### config.mk
export PLATFORM = sky130hd
export DESIGN_NAME = flow_entry_host
export DESIGN_NICKNAME = d
export VERILOG_FILES = /design/src/hw/flow_reg_pkg.sv /design/src/hw/flow_cmd_if.sv /design/src/hw/reg_bus_if.sv /design/src/hw/axil_reg_slave.sv /design/src/hw/flow_entry_buf.sv /design/src/hw/flow_entry_host.sv /design/src/hw/flow_reg_decoder.sv /design/src/hw/flow_table_access.sv
export SDC_FILE = /design/constraint.sdc
export NUM_CORES = 2
export LEC_CHECK = 0
export BUFFER_PORTS_ARGS = -buffer_cell sky130_fd_sc_hd__buf_2
export CORE_AREA = 2 2 490 492
export CTS_CLUSTER_SIZE = 24
export DETAILED_ROUTE_END_ITERATION = 10
export DIE_AREA = 0 0 492 494
export PLACE_DENSITY = 0.35
export SLEW_MARGIN = 20
export SYNTH_ARGS = -nofsm -noshare
export SYNTH_HDL_FRONTEND = slang
export SYNTH_HIERARCHICAL = 1
export SYNTH_SLANG_ARGS = --single-unit
### constraint.sdc
create_clock -name aclk -period 4.9 [get_ports aclk]
set_input_delay 0.245 -clock aclk [delete_from_list [all_inputs] [get_ports aclk]]
set_output_delay 0.245 -clock aclk [all_outputs]
set_load 0.02 [all_outputs]
### src/hw/flow_reg_pkg.sv
`default_nettype none

package flow_reg_pkg;

   // Bus and table widths
   localparam int axi_addr_w = 32;
   localparam int data_w     = 32;
   localparam int reg_addr_w = 8;
   localparam int tbl_addr_w = 16;

   // Flow entry fields in bits
   localparam int match_w  = 256;
   localparam int action_w = 320;
   localparam int stats_w  = 64;

   // Same fields in register words
   localparam int match_words  = match_w / data_w;
   localparam int action_words = action_w / data_w;
   localparam int stats_words  = stats_w / data_w;
   localparam int entry_words  = 2 * match_words + action_words + stats_words;
   localparam int entry_idx_w  = $clog2(entry_words);

   // Word offsets inside the entry buffer
   localparam int mask_word   = match_words;
   localparam int action_word = 2 * match_words;
   localparam int stats_word  = action_word + action_words;

   typedef logic [reg_addr_w-1:0] reg_addr_t;
   typedef logic [data_w-1:0]     reg_data_t;
   typedef logic [1:0]            axi_resp_t;

   // Register map
   localparam reg_addr_t base_addr_reg       = 8'h00;
   localparam reg_addr_t write_order_reg     = 8'h01;
   localparam reg_addr_t mod_write_order_reg = 8'h02;
   localparam reg_addr_t read_order_reg      = 8'h03;
   localparam reg_addr_t acc_rdy_reg         = 8'h04;
   localparam reg_addr_t exact_hit_reg       = 8'h05;
   localparam reg_addr_t exact_miss_reg      = 8'h06;
   localparam reg_addr_t wildcard_hit_reg    = 8'h07;
   localparam reg_addr_t wildcard_miss_reg   = 8'h08;

   // Entry area and the first address past the mapped space
   localparam reg_addr_t entry_base_reg = 8'h10;
   localparam reg_addr_t stats_base_reg = entry_base_reg + reg_addr_t'(stats_word);
   localparam reg_addr_t entry_end_reg  = entry_base_reg + reg_addr_t'(entry_words);

   localparam reg_data_t unmapped_rdata = 32'hDEAD_BEEF;

   localparam axi_resp_t resp_okay   = 2'b00;
   localparam axi_resp_t resp_slverr = 2'b10;

   // AXI-lite write channel states, one-hot
   localparam logic [2:0] aw_idle = 3'b001;
   localparam logic [2:0] aw_data = 3'b010;
   localparam logic [2:0] aw_resp = 3'b100;

   // AXI-lite read channel states, one-hot
   localparam logic [2:0] ar_idle = 3'b001;
   localparam logic [2:0] ar_wait = 3'b010;
   localparam logic [2:0] ar_resp = 3'b100;

   // Table access sequencer states, one-hot
   localparam logic [4:0] acc_idle      = 5'b00001;
   localparam logic [4:0] acc_wr_done   = 5'b00010;
   localparam logic [4:0] acc_rd_done   = 5'b00100;
   localparam logic [4:0] acc_wr_cancel = 5'b01000;
   localparam logic [4:0] acc_rd_cancel = 5'b10000;

endpackage

`default_nettype wire

### src/hw/flow_cmd_if.sv
`timescale 1ns/100ps
`default_nettype none

// Access orders towards the sequencer and its completion strobes
interface flow_cmd_if;

   logic wr_order;
   logic mod_wr_order;
   logic rd_order;
   logic busy;
   logic entry_clear;
   logic stats_capture;

   modport decoder (output wr_order, mod_wr_order, rd_order, input busy);

   modport access (
      input  wr_order, mod_wr_order, rd_order,
      output busy, entry_clear, stats_capture
   );

   modport buffer (input entry_clear, stats_capture);

endinterface

`default_nettype wire

### src/hw/reg_bus_if.sv
`timescale 1ns/100ps
`default_nettype none

// Register access path between the AXI-lite slave and the decoder
interface reg_bus_if import flow_reg_pkg::*; ();

   logic      wr_en;
   reg_addr_t wr_addr;
   reg_data_t wr_data;
   logic      wr_ok;
   reg_addr_t rd_addr;
   reg_data_t rd_data;

   modport slave (
      output wr_en, wr_addr, wr_data, rd_addr,
      input  wr_ok, rd_data
   );

   modport decoder (
      input  wr_en, wr_addr, wr_data, rd_addr,
      output wr_ok, rd_data
   );

endinterface

`default_nettype wire

### src/hw/axil_reg_slave.sv
`timescale 1ns/100ps
`default_nettype none

module axil_reg_slave import flow_reg_pkg::*; (
   input  logic                  aclk,
   input  logic                  aresetn,
   input  logic [axi_addr_w-1:0] awaddr,
   input  logic                  awvalid,
   output logic                  awready,
   input  reg_data_t             wdata,
   input  logic                  wvalid,
   output logic                  wready,
   output axi_resp_t             bresp,
   output logic                  bvalid,
   input  logic                  bready,
   input  logic [axi_addr_w-1:0] araddr,
   input  logic                  arvalid,
   output logic                  arready,
   output reg_data_t             rdata,
   output axi_resp_t             rresp,
   output logic                  rvalid,
   input  logic                  rready,
   reg_bus_if.slave              bus
);

   logic [$bits(aw_idle)-1:0] wr_state;
   logic [$bits(ar_idle)-1:0] rd_state;

   // Handshakes follow straight from the state
   assign awready = (wr_state == aw_idle);
   assign wready  = (wr_state == aw_data);
   assign bvalid  = (wr_state == aw_resp);
   assign arready = (rd_state == ar_idle);
   assign rvalid  = (rd_state == ar_resp);
   assign rresp   = resp_okay;

   // Register effect lands on the edge that takes wdata
   assign bus.wr_en   = wready && wvalid;
   assign bus.wr_data = wdata;

   always_ff @(posedge aclk) begin
      if (!aresetn) begin
         wr_state <= aw_idle;
      end else begin
         case (wr_state)
            aw_idle: begin
               if (awvalid) begin
                  wr_state <= aw_data;
               end
            end
            aw_data: begin
               if (wvalid) begin
                  wr_state <= aw_resp;
               end
            end
            aw_resp: begin
               if (bready) begin
                  wr_state <= aw_idle;
               end
            end
            default: wr_state <= aw_idle;
         endcase
      end
   end

   always_ff @(posedge aclk) begin
      if (!aresetn) begin
         rd_state <= ar_idle;
      end else begin
         case (rd_state)
            ar_idle: begin
               if (arvalid) begin
                  rd_state <= ar_wait;
               end
            end
            ar_wait: rd_state <= ar_resp;
            ar_resp: begin
               if (rready) begin
                  rd_state <= ar_idle;
               end
            end
            default: rd_state <= ar_idle;
         endcase
      end
   end

   // Address, response and read data holding registers
   always_ff @(posedge aclk) begin
      if (awready && awvalid) begin
         bus.wr_addr <= awaddr[reg_addr_w-1:0];
      end
      if (bus.wr_en) begin
         bresp <= bus.wr_ok ? resp_okay : resp_slverr;
      end
      if (arready && arvalid) begin
         bus.rd_addr <= araddr[reg_addr_w-1:0];
      end
      // Sampled once so the word stays put under rready back-pressure
      if (rd_state == ar_wait) begin
         rdata <= bus.rd_data;
      end
   end

   // Neither response channel may leave reset active
   assert property (@(posedge aclk) !aresetn |=> !bvalid && !rvalid);

endmodule

`default_nettype wire

### src/hw/flow_entry_buf.sv
`timescale 1ns/100ps
`default_nettype none

module flow_entry_buf import flow_reg_pkg::*; (
   input  logic                         aclk,
   input  logic                         aresetn,
   input  logic                         entry_we,
   input  logic [entry_idx_w-1:0]       entry_index,
   input  reg_data_t                    wr_data,
   flow_cmd_if.buffer                   cmd,
   input  logic [stats_w-1:0]           flow_entry_stats_in,
   output reg_data_t [stats_words-1:0]  entry_stats_rd,
   output logic [match_w-1:0]           flow_entry_match,
   output logic [match_w-1:0]           flow_entry_mask,
   output logic [action_w-1:0]          flow_entry_action,
   output logic [stats_w-1:0]           flow_entry_stats
);

   // Word 0 sits in the low bits
   reg_data_t [entry_words-1:0] entry_q;

   // A finished write leaves an empty buffer for the next entry
   always_ff @(posedge aclk) begin
      if (!aresetn || cmd.entry_clear) begin
         entry_q <= '0;
      end else if (entry_we) begin
         entry_q[entry_index] <= wr_data;
      end
   end

   // Stats as returned by the table on a read
   always_ff @(posedge aclk) begin
      if (cmd.stats_capture) begin
         entry_stats_rd <= flow_entry_stats_in;
      end
   end

   // Field views of the buffer
   assign flow_entry_match  = entry_q[mask_word-1:0];
   assign flow_entry_mask   = entry_q[action_word-1:mask_word];
   assign flow_entry_action = entry_q[stats_word-1:action_word];
   assign flow_entry_stats  = entry_q[entry_words-1:stats_word];

endmodule

`default_nettype wire

### src/hw/flow_entry_host.sv
`timescale 1ns/100ps
`default_nettype none

module flow_entry_host import flow_reg_pkg::*; (
   input  logic                  aclk,
   input  logic                  aresetn,
   input  logic [axi_addr_w-1:0] awaddr,
   input  logic                  awvalid,
   output logic                  awready,
   input  reg_data_t             wdata,
   input  logic                  wvalid,
   output logic                  wready,
   output axi_resp_t             bresp,
   output logic                  bvalid,
   input  logic                  bready,
   input  logic [axi_addr_w-1:0] araddr,
   input  logic                  arvalid,
   output logic                  arready,
   output reg_data_t             rdata,
   output axi_resp_t             rresp,
   output logic                  rvalid,
   input  logic                  rready,
   output logic [tbl_addr_w-1:0] flow_entry_addr,
   output logic [match_w-1:0]    flow_entry_match,
   output logic [match_w-1:0]    flow_entry_mask,
   output logic [action_w-1:0]   flow_entry_action,
   output logic [stats_w-1:0]    flow_entry_stats,
   input  logic [stats_w-1:0]    flow_entry_stats_in,
   output logic                  flow_entry_wr,
   output logic                  flow_entry_stats_en,
   output logic                  flow_entry_req,
   input  logic                  flow_entry_ack,
   input  logic                  flow_entry_done,
   input  reg_data_t             exact_hit,
   input  reg_data_t             exact_miss,
   input  reg_data_t             wildcard_hit,
   input  reg_data_t             wildcard_miss
);

   logic                         entry_we;
   logic [entry_idx_w-1:0]       entry_index;
   reg_data_t [stats_words-1:0]  entry_stats_rd;

   reg_bus_if  reg_bus ();
   flow_cmd_if cmd_bus ();

   axil_reg_slave i_slave (
      .aclk    (aclk),
      .aresetn (aresetn),
      .awaddr  (awaddr),
      .awvalid (awvalid),
      .awready (awready),
      .wdata   (wdata),
      .wvalid  (wvalid),
      .wready  (wready),
      .bresp   (bresp),
      .bvalid  (bvalid),
      .bready  (bready),
      .araddr  (araddr),
      .arvalid (arvalid),
      .arready (arready),
      .rdata   (rdata),
      .rresp   (rresp),
      .rvalid  (rvalid),
      .rready  (rready),
      .bus     (reg_bus.slave)
   );

   flow_reg_decoder i_decoder (
      .aclk            (aclk),
      .aresetn         (aresetn),
      .bus             (reg_bus.decoder),
      .cmd             (cmd_bus.decoder),
      .flow_entry_addr (flow_entry_addr),
      .exact_hit       (exact_hit),
      .exact_miss      (exact_miss),
      .wildcard_hit    (wildcard_hit),
      .wildcard_miss   (wildcard_miss),
      .entry_we        (entry_we),
      .entry_index     (entry_index),
      .entry_stats_rd  (entry_stats_rd)
   );

   // Entry words come straight off the write data path
   flow_entry_buf i_buf (
      .aclk                (aclk),
      .aresetn             (aresetn),
      .entry_we            (entry_we),
      .entry_index         (entry_index),
      .wr_data             (reg_bus.wr_data),
      .cmd                 (cmd_bus.buffer),
      .flow_entry_stats_in (flow_entry_stats_in),
      .entry_stats_rd      (entry_stats_rd),
      .flow_entry_match    (flow_entry_match),
      .flow_entry_mask     (flow_entry_mask),
      .flow_entry_action   (flow_entry_action),
      .flow_entry_stats    (flow_entry_stats)
   );

   flow_table_access i_access (
      .aclk                (aclk),
      .aresetn             (aresetn),
      .cmd                 (cmd_bus.access),
      .flow_entry_req      (flow_entry_req),
      .flow_entry_wr       (flow_entry_wr),
      .flow_entry_stats_en (flow_entry_stats_en),
      .flow_entry_ack      (flow_entry_ack),
      .flow_entry_done     (flow_entry_done)
   );

endmodule

`default_nettype wire

### src/hw/flow_reg_decoder.sv
`timescale 1ns/100ps
`default_nettype none

module flow_reg_decoder import flow_reg_pkg::*; (
   input  logic                         aclk,
   input  logic                         aresetn,
   reg_bus_if.decoder                   bus,
   flow_cmd_if.decoder                  cmd,
   output logic [tbl_addr_w-1:0]        flow_entry_addr,
   input  reg_data_t                    exact_hit,
   input  reg_data_t                    exact_miss,
   input  reg_data_t                    wildcard_hit,
   input  reg_data_t                    wildcard_miss,
   output logic                         entry_we,
   output logic [entry_idx_w-1:0]       entry_index,
   input  reg_data_t [stats_words-1:0]  entry_stats_rd
);

   logic      order_ok;
   reg_addr_t stats_offset;

   // Everything below the end of the entry area answers okay
   assign bus.wr_ok = (bus.wr_addr < entry_end_reg);

   // Orders arriving during an access are dropped
   assign order_ok         = bus.wr_en && !cmd.busy;
   assign cmd.wr_order     = order_ok && (bus.wr_addr == write_order_reg);
   assign cmd.mod_wr_order = order_ok && (bus.wr_addr == mod_write_order_reg);
   assign cmd.rd_order     = order_ok && (bus.wr_addr == read_order_reg);

   assign entry_we    = bus.wr_en && bus.wr_ok && (bus.wr_addr >= entry_base_reg);
   assign entry_index = entry_idx_w'(bus.wr_addr - entry_base_reg);

   // Table base address
   always_ff @(posedge aclk) begin
      if (!aresetn) begin
         flow_entry_addr <= '0;
      end else if (bus.wr_en && (bus.wr_addr == base_addr_reg)) begin
         flow_entry_addr <= bus.wr_data[tbl_addr_w-1:0];
      end
   end

   assign stats_offset = bus.rd_addr - stats_base_reg;

   // Read multiplexer
   always_comb begin
      case (bus.rd_addr) inside
         base_addr_reg:     bus.rd_data = reg_data_t'(flow_entry_addr);
         acc_rdy_reg:       bus.rd_data = reg_data_t'(!cmd.busy);
         exact_hit_reg:     bus.rd_data = exact_hit;
         exact_miss_reg:    bus.rd_data = exact_miss;
         wildcard_hit_reg:  bus.rd_data = wildcard_hit;
         wildcard_miss_reg: bus.rd_data = wildcard_miss;
         // Only stats come back from the table
         [stats_base_reg : entry_end_reg - 1'b1]: begin
            bus.rd_data = entry_stats_rd[stats_offset];
         end
         [entry_base_reg : stats_base_reg - 1'b1]: begin
            bus.rd_data = '0;
         end
         default: bus.rd_data = unmapped_rdata;
      endcase
   end

   // A single write starts at most one access
   assert property (@(posedge aclk) disable iff (!aresetn)
      $onehot0({cmd.wr_order, cmd.mod_wr_order, cmd.rd_order}));

endmodule

`default_nettype wire

### src/hw/flow_table_access.sv
`timescale 1ns/100ps
`default_nettype none

module flow_table_access import flow_reg_pkg::*; (
   input  logic        aclk,
   input  logic        aresetn,
   flow_cmd_if.access  cmd,
   output logic        flow_entry_req,
   output logic        flow_entry_wr,
   output logic        flow_entry_stats_en,
   input  logic        flow_entry_ack,
   input  logic        flow_entry_done
);

   logic [$bits(acc_idle)-1:0] state;
   logic                       any_order;

   assign any_order = cmd.wr_order || cmd.mod_wr_order || cmd.rd_order;
   assign cmd.busy  = (state != acc_idle);

   // Stats are valid while the table holds done
   assign cmd.stats_capture = (state == acc_rd_done) && flow_entry_done;
   assign cmd.entry_clear   = (state == acc_wr_cancel) && !flow_entry_done;

   always_ff @(posedge aclk) begin
      if (!aresetn) begin
         state <= acc_idle;
      end else begin
         case (state)
            acc_idle: begin
               if (cmd.wr_order || cmd.mod_wr_order) begin
                  state <= acc_wr_done;
               end else if (cmd.rd_order) begin
                  state <= acc_rd_done;
               end
            end
            acc_wr_done: begin
               if (flow_entry_done) begin
                  state <= acc_wr_cancel;
               end
            end
            acc_rd_done: begin
               if (flow_entry_done) begin
                  state <= acc_rd_cancel;
               end
            end
            // Table drops done once it sees the request gone
            acc_wr_cancel, acc_rd_cancel: begin
               if (!flow_entry_done) begin
                  state <= acc_idle;
               end
            end
            default: state <= acc_idle;
         endcase
      end
   end

   // Request with its access type, both set by the order
   always_ff @(posedge aclk) begin
      if (!aresetn) begin
         flow_entry_req      <= 1'b0;
         flow_entry_wr       <= 1'b0;
         flow_entry_stats_en <= 1'b0;
      end else if ((state == acc_idle) && any_order) begin
         flow_entry_req      <= 1'b1;
         flow_entry_wr       <= !cmd.rd_order;
         // modify write keeps the stats in the table
         flow_entry_stats_en <= !cmd.mod_wr_order;
      end else if (flow_entry_ack || flow_entry_done) begin
         flow_entry_req <= 1'b0;
      end
   end

   // A request to the table only exists inside an access
   assert property (@(posedge aclk) disable iff (!aresetn) flow_entry_req |-> cmd.busy);

endmodule

`default_nettype wire

==> metrics.txt <==
P&R area growth vs syn 37.27%; sequential power share 0.446; PwrDens 353.2 mW/mm²; Setup Viol. Count Final 0; main flop type after synthesis dfxtp_1; Critical Path Source i_slave/bus.rd_addr[5]$_DFFE_PP_; status completed; drt first pass iters 6; hold slack around 0.11 ns; Met3 Routed Length 15,350 µm; Worst EP arrival 4.48 ns; Wirelength per Cell 24.60 µm; initial antenna violation count 51; Post-synth EDFFs 113; worst r2r src i_slave/bus.rd_addr[5]$_DFFE_PP_; mapped cell area 0.03993 mm²; startpoint types flip-flop; most common cell after layout, fill and taps aside buf_2; grt ovf 0; power consumption just under 20 mW; Starting DRT DRC Count 1,779; leading area contributor after synthesis dfxtp_1; # IOs between 1,000 and 1,500; final hold violations 0; Crit Path Max Fanout 20; share of the synthesized area in the top cell type 0.4643; Mean Syn Cell Area between 10 and 15 µm²; post-route DRC violation count 0; most frequent cells in the layout 1,201 x buf_2, 929 x mux2i_1, 926 x dfxtp_1; Seq/Total Area, Yosys 0.5493; PostCTS Resize Cnt 0; met1 WL 86,180 µm; Syn Inst Count 3,690; Min-Delay Endpoint i_buf/flow_entry_match[93]$_SDFFE_PP0P_; Rel. slew slack 0.3136; worst min path class in -> reg; Detailed Route WL 202,800 µm; layout cells sized above 1 0.3137; share of flip-flops with an asynchronous set or reset 0; row cnt 179; met2 routed WL between 90,000 and 100,000 µm; R2R Path End i_slave/rdata[13]$_DFFE_PN_; CTS Root Buffer Type clkbuf_16; post-synthesis register bit count about 1,000; CTS max path bufs 3; All-Layer GR Usage 0.1595; RSZ-0062 raised after global routing false; R2R cell count 7; Port Buffers 1,201; synth top area cells dfxtp_1 46%, mux2i_1 23%, nand2_1 8.8%, edfxtp_1 8.5%, buf_6 1.7%; die width 492 µm; fmax 254.6 MHz; leakage 28.56 nW; clock latency on the worst-skew pair 0.80 ns; vias per cell 3.893; Psw 4.836 mW; total CTS buffers between 100 and 150; Clock Pin Slew Worst Setup and Hold Paths ~0.060 ns; Sw Share 0.2498; DR vias 32,090; CP required ~5.5 ns; Peak VDD IR approximately 0.22 mV; placer congestion estimate 0.8081; Setup Skew 0.05598 ns; flop-to-flop setup slack 0.97 ns; minimum clock period after layout between 3 and 4 ns; Internal 14.52 mW; first-pass GRT wire length roughly 270,000 µm; H-tree lvl count 4; CTS tree done; total number of yosys warnings 6; worst hold start wdata[29]; die area approximately 0.24 mm²; Gate power share 0.049; synth unique cells 67; endpoint class of the critical path flip-flop; Tcrit/Tclk final 0.8016; Worst Setup Path Type reg -> reg; max cap viols 0; core region area 0.2374 mm²; Setup TNS Final 0 ns; Worst-Margin Slew ~1.0 ns; Clk pwr share 0.504; via count of the first global-routing pass 31,470; Initial Util 0.1682; largest net degree at the start of global routing 131; antenna viol nets, final 0; chip height roughly 490 µm; Top Metal Used met5; fin nets roughly 5,200; Sinks on Clock Net 1,039; Slew Limit Fails 0; hold path cells 4; DP HPWL about 140,000 µm
-- timing repair --
action                    in CTS  in global routing
hold buffers                 181                  0
setup buffers                  0                  0
hold endpoints to repair     139                  0
-- per-stage QoR --
stage	area, µm²	util	std cells	setup WS [ns]
floorplan	39930	-	3692	1.577
global placement	48610	0.2048	7798	1.335
detailed placement	48620	0.2048	7798	1.323
CTS	54740	0.2306	8216	1.057
global route	54770	0.2307	8228	0.7547
finish	54810	0.2309	8243	0.9720
-- flip-flops by register name (all words and copies together) (netlist names) --
signal	count
i_slave/bresp	1
i_slave/bus.rd_addr	8
i_buf/flow_entry_stats	64
i_decoder/flow_entry_addr	16
i_slave/rd_state	3
i_access/state	5
i_buf/entry_stats_rd	64
i_slave/bus.wr_addr	8
i_slave/rdata	32
i_access/flow_entry_wr	1
i_access/flow_entry_req	1
i_buf/flow_entry_match	256
i_access/flow_entry_stats_en	1
i_buf/flow_entry_action	320
i_buf/flow_entry_mask	256
i_slave/wr_state	3
-- kinds of logic after synthesis --
family,share of synthesized area
mux,0.2383
xor+xnor,0.0008776
other cells,0.00009392
compound gates,0.03218
buf+inv,0.05779
simple gates,0.1215
flops,0.5493
-- Yosys cell counts, types with 9 or more instances --
master / count
nand3_1: 19
nand2_1: 931
clkbuf_1: 86
buf_1: 9
o21ai_0: 44
mux2_2: 19
buf_2: 118
nor3b_1: 9
buf_6: 60
nor2_1: 24
and3_1: 9
nor2b_1: 25
nor3_1: 9
a21oi_1: 45
o211ai_1: 20
and2_1: 9
buf_4: 70
inv_1: 24
edfxtp_1: 113
mux2i_1: 929
nand2_2: 38
dfxtp_1: 926
a22oi_1: 42
-- how the worst max path moves through the flow --
stage | end | cells after the start
finish | i_slave/rdata[13]$_DFFE_PN_ | 7
global route | i_slave/rdata[13]$_DFFE_PN_ | 7
CTS | i_slave/rdata[13]$_DFFE_PN_ | 7
detailed placement | i_buf/flow_entry_mask[92]$_SDFFE_PP0P_ | 8
global placement | i_buf/flow_entry_mask[77]$_SDFFE_PP0P_ | 8
floorplan | i_slave/rdata[0]$_DFFE_PN_ | 1
-- final cells by class --
| cell class | instances | area [µm²] |
|---|---|---|
| Clock buffer | 204 | 3930 |
| Clock inverter | 33 | 381.6 |
| Antenna cell | 27 | 67.56 |
| Inverter | 25 | 93.84 |
| Sequential cell | 1039 | 21930 |
| Timing Repair Buffer | 1467 | 8561 |
| Tap cell | 3167 | 3963 |
| Multi-Input combinational cell | 2281 | 15880 |
| Fill cell | 26060 | 182600 |
-- critical path: stages, from the launching register on --
cell,delay [ns]
edfxtp_1,0.69
nor4_2,0.35
buf_4,0.25
nand4_1,0.76
nand4_1,0.37
dlygate4sd3_1,0.59
o211ai_1,0.08
dlygate4sd3_1,0.58
-- layer usage --
layer	global-route usage	up-vias
met2	0.2675	1156
met4	0.04448	18
met3	0.04921	248
met5	0	-
met1	0.1961	15650
li1	-	15020
-- power by group through the flow --
stage | sequential, mW | clock [mW] | combinational (mW)
finish | 8.64 | 9.76 | 0.958
detailed placement | 8.82 | 0 | 0.883
global route | 8.64 | 10.4 | 1.02
global placement | 8.82 | 0 | 0.884
CTS | 8.64 | 10.1 | 0.990
floorplan | 8.81 | 0 | 0.390
Power figures use the tool's default switching activity.
